### src/logic/cal_pkg.sv
// calculator package with widths, button and switch positions, glyph codes and segment table
package cal_pkg;

    localparam int digit_width    = 4;
    localparam int operand_digits = 3;
    localparam int result_width   = 32;
    // wide enough for 999 * 999
    localparam int mag_width      = 20;
    localparam int result_digits  = 8;

    // button bit positions, lower index wins
    localparam int button_width = 5;
    localparam int button_left  = 0;
    localparam int button_right = 1;
    localparam int button_up    = 2;
    localparam int button_down  = 3;
    localparam int button_mid   = 4;

    // operation switches, lowest set bit selects
    localparam int switch_width = 3;
    localparam int op_add       = 0;
    localparam int op_sub       = 1;
    localparam int op_mul       = 2;

    localparam logic [digit_width-1:0] glyph_blank = 4'ha;
    localparam logic [digit_width-1:0] glyph_minus = 4'hb;

    // active low, segment a in the msb and dp in the lsb
    localparam logic [7:0] seg_patterns [12] = '{
        8'b0000_0011,
        8'b1001_1111,
        8'b0010_0101,
        8'b0000_1101,
        8'b1001_1001,
        8'b0100_1001,
        8'b0100_0001,
        8'b0001_1111,
        8'b0000_0001,
        8'b0001_1001,
        8'b1111_1111,
        8'b1111_1101
    };

    localparam logic [3:0] ctrl_off = 4'b1111;

endpackage

### src/logic/button_qualify.sv
// button qualifier: debounce, lowest-index priority and one-cycle press pulses
`timescale 1ns/100ps
module button_qualify #(
    parameter int debounce_cycles = 1000
) (
    input  logic                             clk,
    input  logic                             rst,
    input  logic [cal_pkg::button_width-1:0] button,
    output logic                             press_left,
    output logic                             press_right,
    output logic                             press_up,
    output logic                             press_down,
    output logic                             press_mid
);
    import cal_pkg::*;

    localparam int cnt_width = $clog2(debounce_cycles + 1);

    logic [cnt_width-1:0]    stable_cnt [button_width];
    logic [button_width-1:0] raw_q;
    logic [button_width-1:0] level;
    logic [button_width-1:0] level_q;
    logic [button_width-1:0] press;
    logic                    lower_held;

    always_ff @(posedge clk) begin
        if (rst) begin
            raw_q   <= '0;
            level   <= '0;
            level_q <= '0;
            for (int i = 0; i < button_width; i++) begin
                stable_cnt[i] <= '0;
            end
        end else begin
            raw_q   <= button;
            level_q <= level;
            for (int i = 0; i < button_width; i++) begin
                // any change restarts the stability window
                if (button[i] != raw_q[i]) begin
                    stable_cnt[i] <= '0;
                end else if (stable_cnt[i] == cnt_width'(debounce_cycles - 1)) begin
                    level[i] <= raw_q[i];
                end else begin
                    stable_cnt[i] <= stable_cnt[i] + 1'b1;
                end
            end
        end
    end

    // rising edge, masked by any lower button held
    always_comb begin
        lower_held = 1'b0;
        for (int i = 0; i < button_width; i++) begin
            press[i]   = level[i] & ~level_q[i] & ~lower_held;
            lower_held = lower_held | level[i];
        end
    end

    assign press_left  = press[button_left];
    assign press_right = press[button_right];
    assign press_up    = press[button_up];
    assign press_down  = press[button_down];
    assign press_mid   = press[button_mid];

    a_single_press: assert property (@(posedge clk) disable iff (rst) $onehot0(press));

endmodule

### src/logic/calc_control.sv
// calculator sequencer, one-hot over entry, execution, conversion and display
`timescale 1ns/100ps
module calc_control (
    input  logic clk,
    input  logic rst,
    input  logic press_mid,
    input  logic result_valid,
    input  logic bcd_done,
    input  logic last_page,
    output logic entry_clear,
    output logic capture_a,
    output logic capture_b,
    output logic editing,
    output logic show_result
);

    localparam int st_idle    = 0;
    localparam int st_input_a = 1;
    localparam int st_input_b = 2;
    localparam int st_exe     = 3;
    localparam int st_convert = 4;
    localparam int st_display = 5;

    logic [5:0] state;
    logic [5:0] state_next;
    logic       idle_to_a;
    logic       a_to_b;
    logic       b_to_exe;
    logic       exe_to_cvt;
    logic       cvt_to_disp;
    logic       disp_to_a;

    assign idle_to_a   = state[st_idle];
    assign a_to_b      = state[st_input_a] & press_mid;
    assign b_to_exe    = state[st_input_b] & press_mid;
    assign exe_to_cvt  = state[st_exe] & result_valid;
    assign cvt_to_disp = state[st_convert] & bcd_done;
    // mid on the final page starts a new calculation
    assign disp_to_a   = state[st_display] & press_mid & last_page;

    always_comb begin
        state_next = state;
        if (idle_to_a || disp_to_a) begin
            state_next = 6'(1 << st_input_a);
        end else if (a_to_b) begin
            state_next = 6'(1 << st_input_b);
        end else if (b_to_exe) begin
            state_next = 6'(1 << st_exe);
        end else if (exe_to_cvt) begin
            state_next = 6'(1 << st_convert);
        end else if (cvt_to_disp) begin
            state_next = 6'(1 << st_display);
        end
    end

    always_ff @(posedge clk) begin
        if (rst) begin
            state <= 6'(1 << st_idle);
        end else begin
            state <= state_next;
        end
    end

    assign entry_clear = idle_to_a | a_to_b | disp_to_a;
    assign capture_a   = a_to_b;
    assign capture_b   = b_to_exe;
    assign editing     = state[st_input_a] | state[st_input_b];
    assign show_result = state[st_display];

    a_state_onehot: assert property (@(posedge clk) disable iff (rst) $onehot(state));

endmodule

### src/logic/operand_entry.sv
// operand entry: cursor, digit and sign editing, capture of operands a and b
`timescale 1ns/100ps
module operand_entry (
    input  logic                     clk,
    input  logic                     rst,
    input  logic                     entry_clear,
    input  logic                     capture_a,
    input  logic                     capture_b,
    input  logic                     editing,
    input  logic                     press_left,
    input  logic                     press_right,
    input  logic                     press_up,
    input  logic                     press_down,
    output logic [cal_pkg::operand_digits-1:0][cal_pkg::digit_width-1:0] live_digits,
    output logic                     live_neg,
    output logic signed [15:0]       a_value,
    output logic signed [15:0]       b_value
);
    import cal_pkg::*;

    // cursor 0..2 selects a digit, 3 selects the sign
    localparam logic [1:0] cursor_sign = 2'd3;

    logic [1:0]         cursor;
    logic [15:0]        entry_mag;
    logic signed [15:0] entry_value;

    always_ff @(posedge clk) begin
        if (rst || entry_clear) begin
            cursor      <= '0;
            live_digits <= '0;
            live_neg    <= 1'b0;
        end else if (editing) begin
            if (press_left && cursor != cursor_sign) begin
                cursor <= cursor + 1'b1;
            end else if (press_right && cursor != 2'd0) begin
                cursor <= cursor - 1'b1;
            end
            if (cursor == cursor_sign) begin
                if (press_up || press_down) begin
                    live_neg <= ~live_neg;
                end
            end else if (press_up) begin
                live_digits[cursor] <= (live_digits[cursor] == 4'd9) ?
                                       4'd0 : live_digits[cursor] + 4'd1;
            end else if (press_down) begin
                live_digits[cursor] <= (live_digits[cursor] == 4'd0) ?
                                       4'd9 : live_digits[cursor] - 4'd1;
            end
        end
    end

    assign entry_mag = 16'(live_digits[2]) * 16'd100
                     + 16'(live_digits[1]) * 16'd10
                     + 16'(live_digits[0]);
    assign entry_value = live_neg ? -$signed(entry_mag) : $signed(entry_mag);

    always_ff @(posedge clk) begin
        if (capture_a) begin
            a_value <= entry_value;
        end
        if (capture_b) begin
            b_value <= entry_value;
        end
    end

    for (genvar i = 0; i < operand_digits; i++) begin : g_digit_check
        a_digit_decimal: assert property (@(posedge clk) disable iff (rst)
            live_digits[i] <= 4'd9);
    end

endmodule

### src/logic/alu_exec.sv
// integer execution: operation select, signed add, subtract, multiply and result register
`timescale 1ns/100ps
module alu_exec (
    input  logic                             clk,
    input  logic                             rst,
    input  logic                             capture_b,
    input  logic [cal_pkg::switch_width-1:0] switches,
    input  logic signed [15:0]               a_value,
    input  logic signed [15:0]               b_value,
    output logic                             result_valid,
    output logic                             result_neg,
    output logic                             invalid_op,
    output logic [cal_pkg::mag_width-1:0]    result_mag
);
    import cal_pkg::*;

    logic [switch_width-1:0]        switch_q;
    logic [switch_width-1:0]        op_qual;
    logic signed [result_width-1:0] a_ext;
    logic signed [result_width-1:0] b_ext;
    logic signed [result_width-1:0] result;
    logic [result_width-1:0]        result_abs;

    // lowest set switch wins
    assign op_qual[op_add] = switch_q[op_add];
    assign op_qual[op_sub] = switch_q[op_sub] & ~switch_q[op_add];
    assign op_qual[op_mul] = switch_q[op_mul] & ~(|switch_q[op_mul-1:0]);

    assign a_ext = a_value;
    assign b_ext = b_value;

    always_comb begin
        result = '0;
        if (op_qual[op_add]) begin
            result = a_ext + b_ext;
        end else if (op_qual[op_sub]) begin
            result = a_ext - b_ext;
        end else if (op_qual[op_mul]) begin
            result = a_ext * b_ext;
        end
    end

    assign result_abs = result[result_width-1] ? -result : result;

    always_ff @(posedge clk) begin
        if (rst) begin
            switch_q     <= '0;
            result_valid <= 1'b0;
            result_neg   <= 1'b0;
            invalid_op   <= 1'b0;
        end else begin
            result_valid <= capture_b;
            if (capture_b) begin
                switch_q <= switches;
            end
            if (result_valid) begin
                result_neg <= result[result_width-1];
                invalid_op <= ~(|op_qual);
            end
        end
    end

    always_ff @(posedge clk) begin
        if (result_valid) begin
            result_mag <= result_abs[mag_width-1:0];
        end
    end

endmodule

### src/logic/result_bcd.sv
// serial binary to bcd conversion of the result magnitude, digits held after done
`timescale 1ns/100ps
module result_bcd (
    input  logic                          clk,
    input  logic                          rst,
    input  logic                          result_valid,
    input  logic [cal_pkg::mag_width-1:0] result_mag,
    output logic [cal_pkg::result_digits-1:0][cal_pkg::digit_width-1:0] bcd_digits,
    output logic                          bcd_done
);
    import cal_pkg::*;

    localparam int idx_width = $clog2(mag_width);
    localparam int bcd_bits  = result_digits * digit_width;

    logic                 busy;
    logic [idx_width-1:0] bit_idx;
    logic [bcd_bits-1:0]  adjusted;

    // add 3 to every digit of 5 or more before the shift
    always_comb begin
        adjusted = bcd_digits;
        for (int i = 0; i < result_digits; i++) begin
            if (bcd_digits[i] >= 4'd5) begin
                adjusted[i*digit_width +: digit_width] = bcd_digits[i] + 4'd3;
            end
        end
    end

    always_ff @(posedge clk) begin
        if (rst) begin
            busy     <= 1'b0;
            bit_idx  <= '0;
            bcd_done <= 1'b0;
        end else begin
            bcd_done <= busy && bit_idx == '0;
            if (result_valid) begin
                busy    <= 1'b1;
                bit_idx <= idx_width'(mag_width - 1);
            end else if (busy) begin
                if (bit_idx == '0) begin
                    busy <= 1'b0;
                end else begin
                    bit_idx <= bit_idx - 1'b1;
                end
            end
        end
    end

    // msb first, one magnitude bit per cycle
    always_ff @(posedge clk) begin
        if (result_valid) begin
            bcd_digits <= '0;
        end else if (busy) begin
            bcd_digits <= {adjusted[bcd_bits-2:0], result_mag[bit_idx]};
        end
    end

endmodule

### src/logic/seg_display.sv
// seven-segment scan: digit enables, result pages, glyph select and segment decode
`timescale 1ns/100ps
module seg_display #(
    parameter int scan_cycles = 1024
) (
    input  logic       clk,
    input  logic       rst,
    input  logic       editing,
    input  logic       show_result,
    input  logic       press_mid,
    input  logic [cal_pkg::operand_digits-1:0][cal_pkg::digit_width-1:0] live_digits,
    input  logic       live_neg,
    input  logic       result_neg,
    input  logic       invalid_op,
    input  logic [cal_pkg::result_digits-1:0][cal_pkg::digit_width-1:0] bcd_digits,
    output logic       last_page,
    output logic [3:0] digit_ctrl,
    output logic [7:0] digit_seg,
    output logic [2:0] display_stage
);
    import cal_pkg::*;

    localparam int scan_width = $clog2(scan_cycles + 1);

    logic [scan_width-1:0]  scan_cnt;
    logic [1:0]             scan_pos;
    logic                   page;
    logic                   scan_active;
    logic [digit_width-1:0] glyph;

    always_ff @(posedge clk) begin
        if (rst) begin
            scan_cnt <= '0;
            scan_pos <= '0;
        end else if (scan_cnt == scan_width'(scan_cycles - 1)) begin
            scan_cnt <= '0;
            scan_pos <= scan_pos + 1'b1;
        end else begin
            scan_cnt <= scan_cnt + 1'b1;
        end
    end

    // an invalid operation has a single, dark page
    assign last_page = invalid_op | page;

    always_ff @(posedge clk) begin
        if (rst || !show_result) begin
            page <= 1'b0;
        end else if (press_mid && !last_page) begin
            page <= 1'b1;
        end
    end

    assign display_stage = 3'(page) + 3'd1;
    assign scan_active   = editing | (show_result & ~invalid_op);
    assign digit_ctrl    = scan_active ? ~(4'b0001 << scan_pos) : ctrl_off;

    always_comb begin
        glyph = glyph_blank;
        if (editing) begin
            if (scan_pos == 2'd3) begin
                glyph = live_neg ? glyph_minus : glyph_blank;
            end else begin
                glyph = live_digits[scan_pos];
            end
        end else if (show_result) begin
            if (!page && scan_pos == 2'd3) begin
                glyph = result_neg ? glyph_minus : glyph_blank;
            end else begin
                // page 0 takes digits 4 to 6, page 1 digits 0 to 3
                glyph = bcd_digits[{~page, scan_pos}];
            end
        end
    end

    assign digit_seg = seg_patterns[glyph];

    a_page_bound: assert property (@(posedge clk) disable iff (rst)
        show_result && invalid_op |-> !page);

endmodule

### src/logic/cal_top.sv
// calculator top level connecting buttons, sequencer, datapath and display
`timescale 1ns/100ps
module cal_top #(
    parameter int debounce_cycles = 1000,
    parameter int scan_cycles     = 1024
) (
    input  logic                             clk,
    input  logic                             rst,
    input  logic [cal_pkg::button_width-1:0] board_cal_button,
    input  logic [cal_pkg::switch_width-1:0] board_cal_switchs,
    output logic [3:0]                       cal_board_digit_ctrl,
    output logic [7:0]                       cal_board_digit_seg,
    output logic                             cal_board_exe_done,
    output logic [2:0]                       cal_board_display_stage
);
    import cal_pkg::*;

    logic press_left;
    logic press_right;
    logic press_up;
    logic press_down;
    logic press_mid;
    logic entry_clear;
    logic capture_a;
    logic capture_b;
    logic editing;
    logic show_result;
    logic result_valid;
    logic result_neg;
    logic invalid_op;
    logic bcd_done;
    logic last_page;
    logic live_neg;

    logic [operand_digits-1:0][digit_width-1:0] live_digits;
    logic signed [15:0]                         a_value;
    logic signed [15:0]                         b_value;
    logic [mag_width-1:0]                       result_mag;
    logic [result_digits-1:0][digit_width-1:0]  bcd_digits;

    button_qualify #(
        .debounce_cycles(debounce_cycles)
    ) u_button_qualify (
        .clk        (clk),
        .rst        (rst),
        .button     (board_cal_button),
        .press_left (press_left),
        .press_right(press_right),
        .press_up   (press_up),
        .press_down (press_down),
        .press_mid  (press_mid)
    );

    calc_control u_calc_control (
        .clk         (clk),
        .rst         (rst),
        .press_mid   (press_mid),
        .result_valid(result_valid),
        .bcd_done    (bcd_done),
        .last_page   (last_page),
        .entry_clear (entry_clear),
        .capture_a   (capture_a),
        .capture_b   (capture_b),
        .editing     (editing),
        .show_result (show_result)
    );

    operand_entry u_operand_entry (
        .clk        (clk),
        .rst        (rst),
        .entry_clear(entry_clear),
        .capture_a  (capture_a),
        .capture_b  (capture_b),
        .editing    (editing),
        .press_left (press_left),
        .press_right(press_right),
        .press_up   (press_up),
        .press_down (press_down),
        .live_digits(live_digits),
        .live_neg   (live_neg),
        .a_value    (a_value),
        .b_value    (b_value)
    );

    alu_exec u_alu_exec (
        .clk         (clk),
        .rst         (rst),
        .capture_b   (capture_b),
        .switches    (board_cal_switchs),
        .a_value     (a_value),
        .b_value     (b_value),
        .result_valid(result_valid),
        .result_neg  (result_neg),
        .invalid_op  (invalid_op),
        .result_mag  (result_mag)
    );

    result_bcd u_result_bcd (
        .clk         (clk),
        .rst         (rst),
        .result_valid(result_valid),
        .result_mag  (result_mag),
        .bcd_digits  (bcd_digits),
        .bcd_done    (bcd_done)
    );

    seg_display #(
        .scan_cycles(scan_cycles)
    ) u_seg_display (
        .clk          (clk),
        .rst          (rst),
        .editing      (editing),
        .show_result  (show_result),
        .press_mid    (press_mid),
        .live_digits  (live_digits),
        .live_neg     (live_neg),
        .result_neg   (result_neg),
        .invalid_op   (invalid_op),
        .bcd_digits   (bcd_digits),
        .last_page    (last_page),
        .digit_ctrl   (cal_board_digit_ctrl),
        .digit_seg    (cal_board_digit_seg),
        .display_stage(cal_board_display_stage)
    );

    assign cal_board_exe_done = show_result;

endmodule

### config.mk
export PLATFORM = sky130hd
export DESIGN_NAME = cal_top
export DESIGN_NICKNAME = d
export VERILOG_FILES = /design/src/logic/cal_pkg.sv /design/src/logic/button_qualify.sv /design/src/logic/calc_control.sv /design/src/logic/operand_entry.sv /design/src/logic/alu_exec.sv /design/src/logic/result_bcd.sv /design/src/logic/seg_display.sv /design/src/logic/cal_top.sv
export SDC_FILE = /design/constraint.sdc
export NUM_CORES = 1
export LEC_CHECK = 0
export ABC_CLOCK_PERIOD_IN_PS = 6800
export BUFFER_PORTS_ARGS = -buffer_cell sky130_fd_sc_hd__clkbuf_2
export CORE_MARGIN = 3
export CORE_UTILIZATION = 45
export CTS_CLUSTER_SIZE = 20
export DETAILED_ROUTE_END_ITERATION = 8
export RECOVER_POWER = 50
export SETUP_SLACK_MARGIN = 0.3
export SLEW_MARGIN = 5
export SYNTH_ARGS = -nofsm -noshare
export SYNTH_HDL_FRONTEND = slang
export SYNTH_SLANG_ARGS = --single-unit
### constraint.sdc
create_clock -name clk -period 6.8 [get_ports clk]
set_clock_uncertainty 0.1 [all_clocks]
set_input_delay 0.34 -clock clk [delete_from_list [all_inputs] [get_ports clk]]
set_output_delay 0.34 -clock clk [all_outputs]
set_load 0.03 [all_outputs]
==> metrics <==
outcome=complete, but fails checks; failing checks=max-capacitance violations, max-slew violations; Die Area=0.05313 mm^2; Final nets=3,124; Synth cell types=86; DRC=0; area leader, netlist=fa_1; fin cells=3,346; most area-consuming cells after synthesis=fa_1 24%, edfxtp_1 14%, ha_1 9.8%; slowest CP cell=fa_1; area grow syn2layout=14.95%; DR vias/cell=5.339; switching share of power=0.2472; drt first pass iters=6; I/O pin count=26; met1 Use GR=0.2983; met2 usage=0.3901; Crit Path Max Fanout=8; Net Sw Power=0.0006133 W; Placed Cells=3,277; P per Cell Area=95.17 mW/mm^2; vias in the first global route=18,640; initial core utilization=0.4596; placed cell area=0.02461 mm^2; sequential area share after synthesis=0.2189; Mapped Nets=2,975; Comb power frac=0.049; number of synthesis warnings=0; Total GRT Usage=0.2251; Synth Instances=2,520; Die H=230.5 um; ANT cells=0; total CTS buffers=17; H-tree levels=4; Core Area=0.04936 mm^2; Least-Margin Pin Slew=2.877 ns; DP HPWL=46.21 mm; Tcrit/Tclk final=0.9838; crit-path cells=buf_6 -> nand2_4 -> inv_4 -> fa_2 -> fa_2 -> buf_6 -> buf_6 -> fa_1 -> fa_1 -> fa_1 -> inv_2 -> fa_1 -> inv_1 -> ha_2 -> a21o_1 -> a21o_1 -> a21o_1 -> a211oi_2 -> o31ai_4 -> or4_4 -> nand3_4 -> clkbuf_16 -> nand2_4 -> xor2_1; max-slew violations=58; grt peak-use layer=met2; clock share of power=0.435; max_cap viols=1; final setup fails=0; setup slack, reg-to-reg=0.11 ns; share of post-route cells with drive strength above 1=0.1365; Detail Route Antenna Nets=0; number of synthesized flops with an enable pin=102; Worst-Skew Late Latency=0.46 ns; clk root buf=clkbuf_16; Final min period=6.690 ns; initial antenna violation count=0; drt total wl=58.20 mm; Synth top area share=0.2357; global-route track usage on met3=0.03097; GRT overflow=0; asr flop ratio synth=0; Hold Violations, Final=0; mapped cell area=0.02268 mm^2; PortBufs=23; Setup Total Neg Slack=0 ns; flops & latches, synth=197; RD Place Congestion=0.9026; largest net degree at the start of global routing=58; clock-pin slew on the worst setup and hold paths=0.08 ns; Max-slew headroom=-0.9179; Peak supply drop=0.0001683 V; Critical Setup Path Class=flop to flop; via count=17,870; Post-synth top flop=edfxtp_1; Rows=81; clock buffer depth=2; LEAKAGE=12.12 nW; Internal=0.001868 W; Crit. End Element=flop; CP max stage delay=0.56 ns; Hold Crit Class=primary input to flop; RSZ-0062 raised after global routing=true; Mapped Avg Cell Area=9.001 um^2; Fmax=149.5 MHz; Die Wd=230.5 um; Seq pwr share=0.516; Required @ worst endpoint=6.91 ns; CTS tree=done; crit-path most repeated cell=fa_1; crit path DAT=6.80 ns; cts hold-fix bufs=0; clk sinks=197; drt wl/cell=17.39 um; First DRT Iteration DRCs=1,227; first-pass GRT wire length=96.20 mm; crit path launch type=flop; Final Cell Area=0.02607 mm^2
==> final cells by class <==
cell class              instances  area (um^2)
fillers                      4555        23280
inverters                     424         1594
flip-flops and latches        197         4965
repair buffers                215         1774
clock inverters                15        186.4
clock buffers                  17        425.4
well taps                     664        830.8
multi-input cells            1814        16300
==> per-stage QoR <==
stage / utilization / hold WS [ns] / total power (W) / setup WS (ns)
3_5_place_dp: 0.4986 / 0.3479 / 0.001429 / -0.2344
2_1_floorplan: - / 0.3258 / 0.001396 / 0.3015
4_1_cts: 0.5191 / 0.02261 / 0.002506 / 0.1696
5_1_grt: 0.5283 / 0.03360 / 0.002571 / -0.1311
6_report: 0.5283 / 0.03177 / 0.002481 / 0.1101
3_3_place_gp: 0.4986 / 0.3401 / 0.001423 / -0.2071
==> cell usage after synthesis (18+ instances only) <==
cell type and instances:
a21o_1 18, nor3_1 42, fa_1 267, o21ai_0 84, a21oi_1 101, xor2_1 57
ha_1 178, nand3_1 53, nand4_1 19, a211oi_1 18, mux2i_1 32, nand2_1 260
clkbuf_1 71, edfxtp_1 102, xnor2_1 95, nand2b_1 36, nor2_1 205, nor2b_1 27
inv_1 423, dfxtp_1 95, and2_1 84
==> sequential cells by signal, indices dropped and copies added (netlist names), 6 cells and up <==
register	count
u_button_qualify.stable_cnt	50
u_result_bcd.bcd_digits	32
u_alu_exec.result_mag	20
u_operand_entry.a_value	16
u_operand_entry.b_value	16
u_operand_entry.live_digits	12
u_seg_display.scan_cnt	11
u_calc_control.state	6
==> logic make-up after synthesis <==
family                   count (synthesis)  synth area share
XOR/XNOR                               153           0.05969
multiplexers                            50           0.02852
AND/OR/NAND/NOR                        793            0.1661
flip-flops                             197            0.2189
other                                    2         0.0003311
AO/OA/AOI/OAI                          371            0.1073
adder cells (fa/ha/maj)                445            0.3338
buffers and inverters                  509           0.08528
==> critical path, delay by kind of cell, from the launching register on <==
| family | cells | cell delay (ns) |
|---|---|---|
| compound gates | 5 | 0.93 |
| xor+xnor | 1 | 0.16 |
| fa+ha+maj | 7 | 3.31 |
| buf+inv | 7 | 0.76 |
| flops | 1 | 0.44 |
| simple gates | 4 | 0.72 |
==> power by group through the flow <==
stage / Combinational [W] / Sequential [W] / Clock (W)
2_1_floorplan: 0.0000949 / 0.00130 / 0
3_3_place_gp: 0.000117 / 0.00131 / 0
3_5_place_dp: 0.000122 / 0.00131 / 0
4_1_cts: 0.000123 / 0.00128 / 0.00110
5_1_grt: 0.000140 / 0.00128 / 0.00115
6_report: 0.000122 / 0.00128 / 0.00108
==> layer usage <==
layer	vias to the layer above	part of all wire
met1	8847	0.44
met4	0	0.022
met3	76	0.048
li1	8513	-
met5	-	0
met2	429	0.49
==> cell usage in the layout, fill, tap and decap left out, types with 7 or more instances in the layout <==
cell type    n
inv_2        9
and2_1      82
mux4_2      11
nand3_1     50
nand2_4      8
buf_12      12
o211ai_1    10
nand4_1     19
nand2b_1    36
ha_1       168
nor2_1     202
buf_6       15
edfxtp_1   102
or3_1        7
nor3_1      40
and3_1      12
xnor2_1     93
a211oi_1    15
nand2_1    247
a21o_1      18
a31oi_1     13
nor2b_1     27
dfxtp_1     95
fa_1       258
o21ai_0     76
o21a_1      15
mux2_2       7
a21oi_1     95
mux2i_1     31
o31ai_1     14
buf_4      163
clkbuf_16   18
o21ai_1     15
inv_1      413
fa_2         9
clkbuf_2    21
xor2_1      57
nor3b_1     11
==> path summary, 6_finish.rpt <==
| path | cells past startpoint | startpoint | to |
|---|---|---|---|
| setup / recovery | 24 | u_operand_entry.a_value[15] | u_alu_exec.result_mag[8] |
| hold reg to reg | 1 | u_seg_display.scan_cnt[0] | u_seg_display.scan_cnt[0] |
| setup reg to reg | 24 | u_operand_entry.a_value[15] | u_alu_exec.result_mag[8] |
| hold / removal | 3 | board_cal_switchs[0] | u_alu_exec.switch_q[0] |
==> repair_timing <==
item,4_1_cts,5_1_grt
setup buffers,19,17
gates cloned,0,1
gates resized for setup,54,73
pin swaps,28,28
endpoints found under the setup margin,20,20
Power figures use the tool's default switching activity.
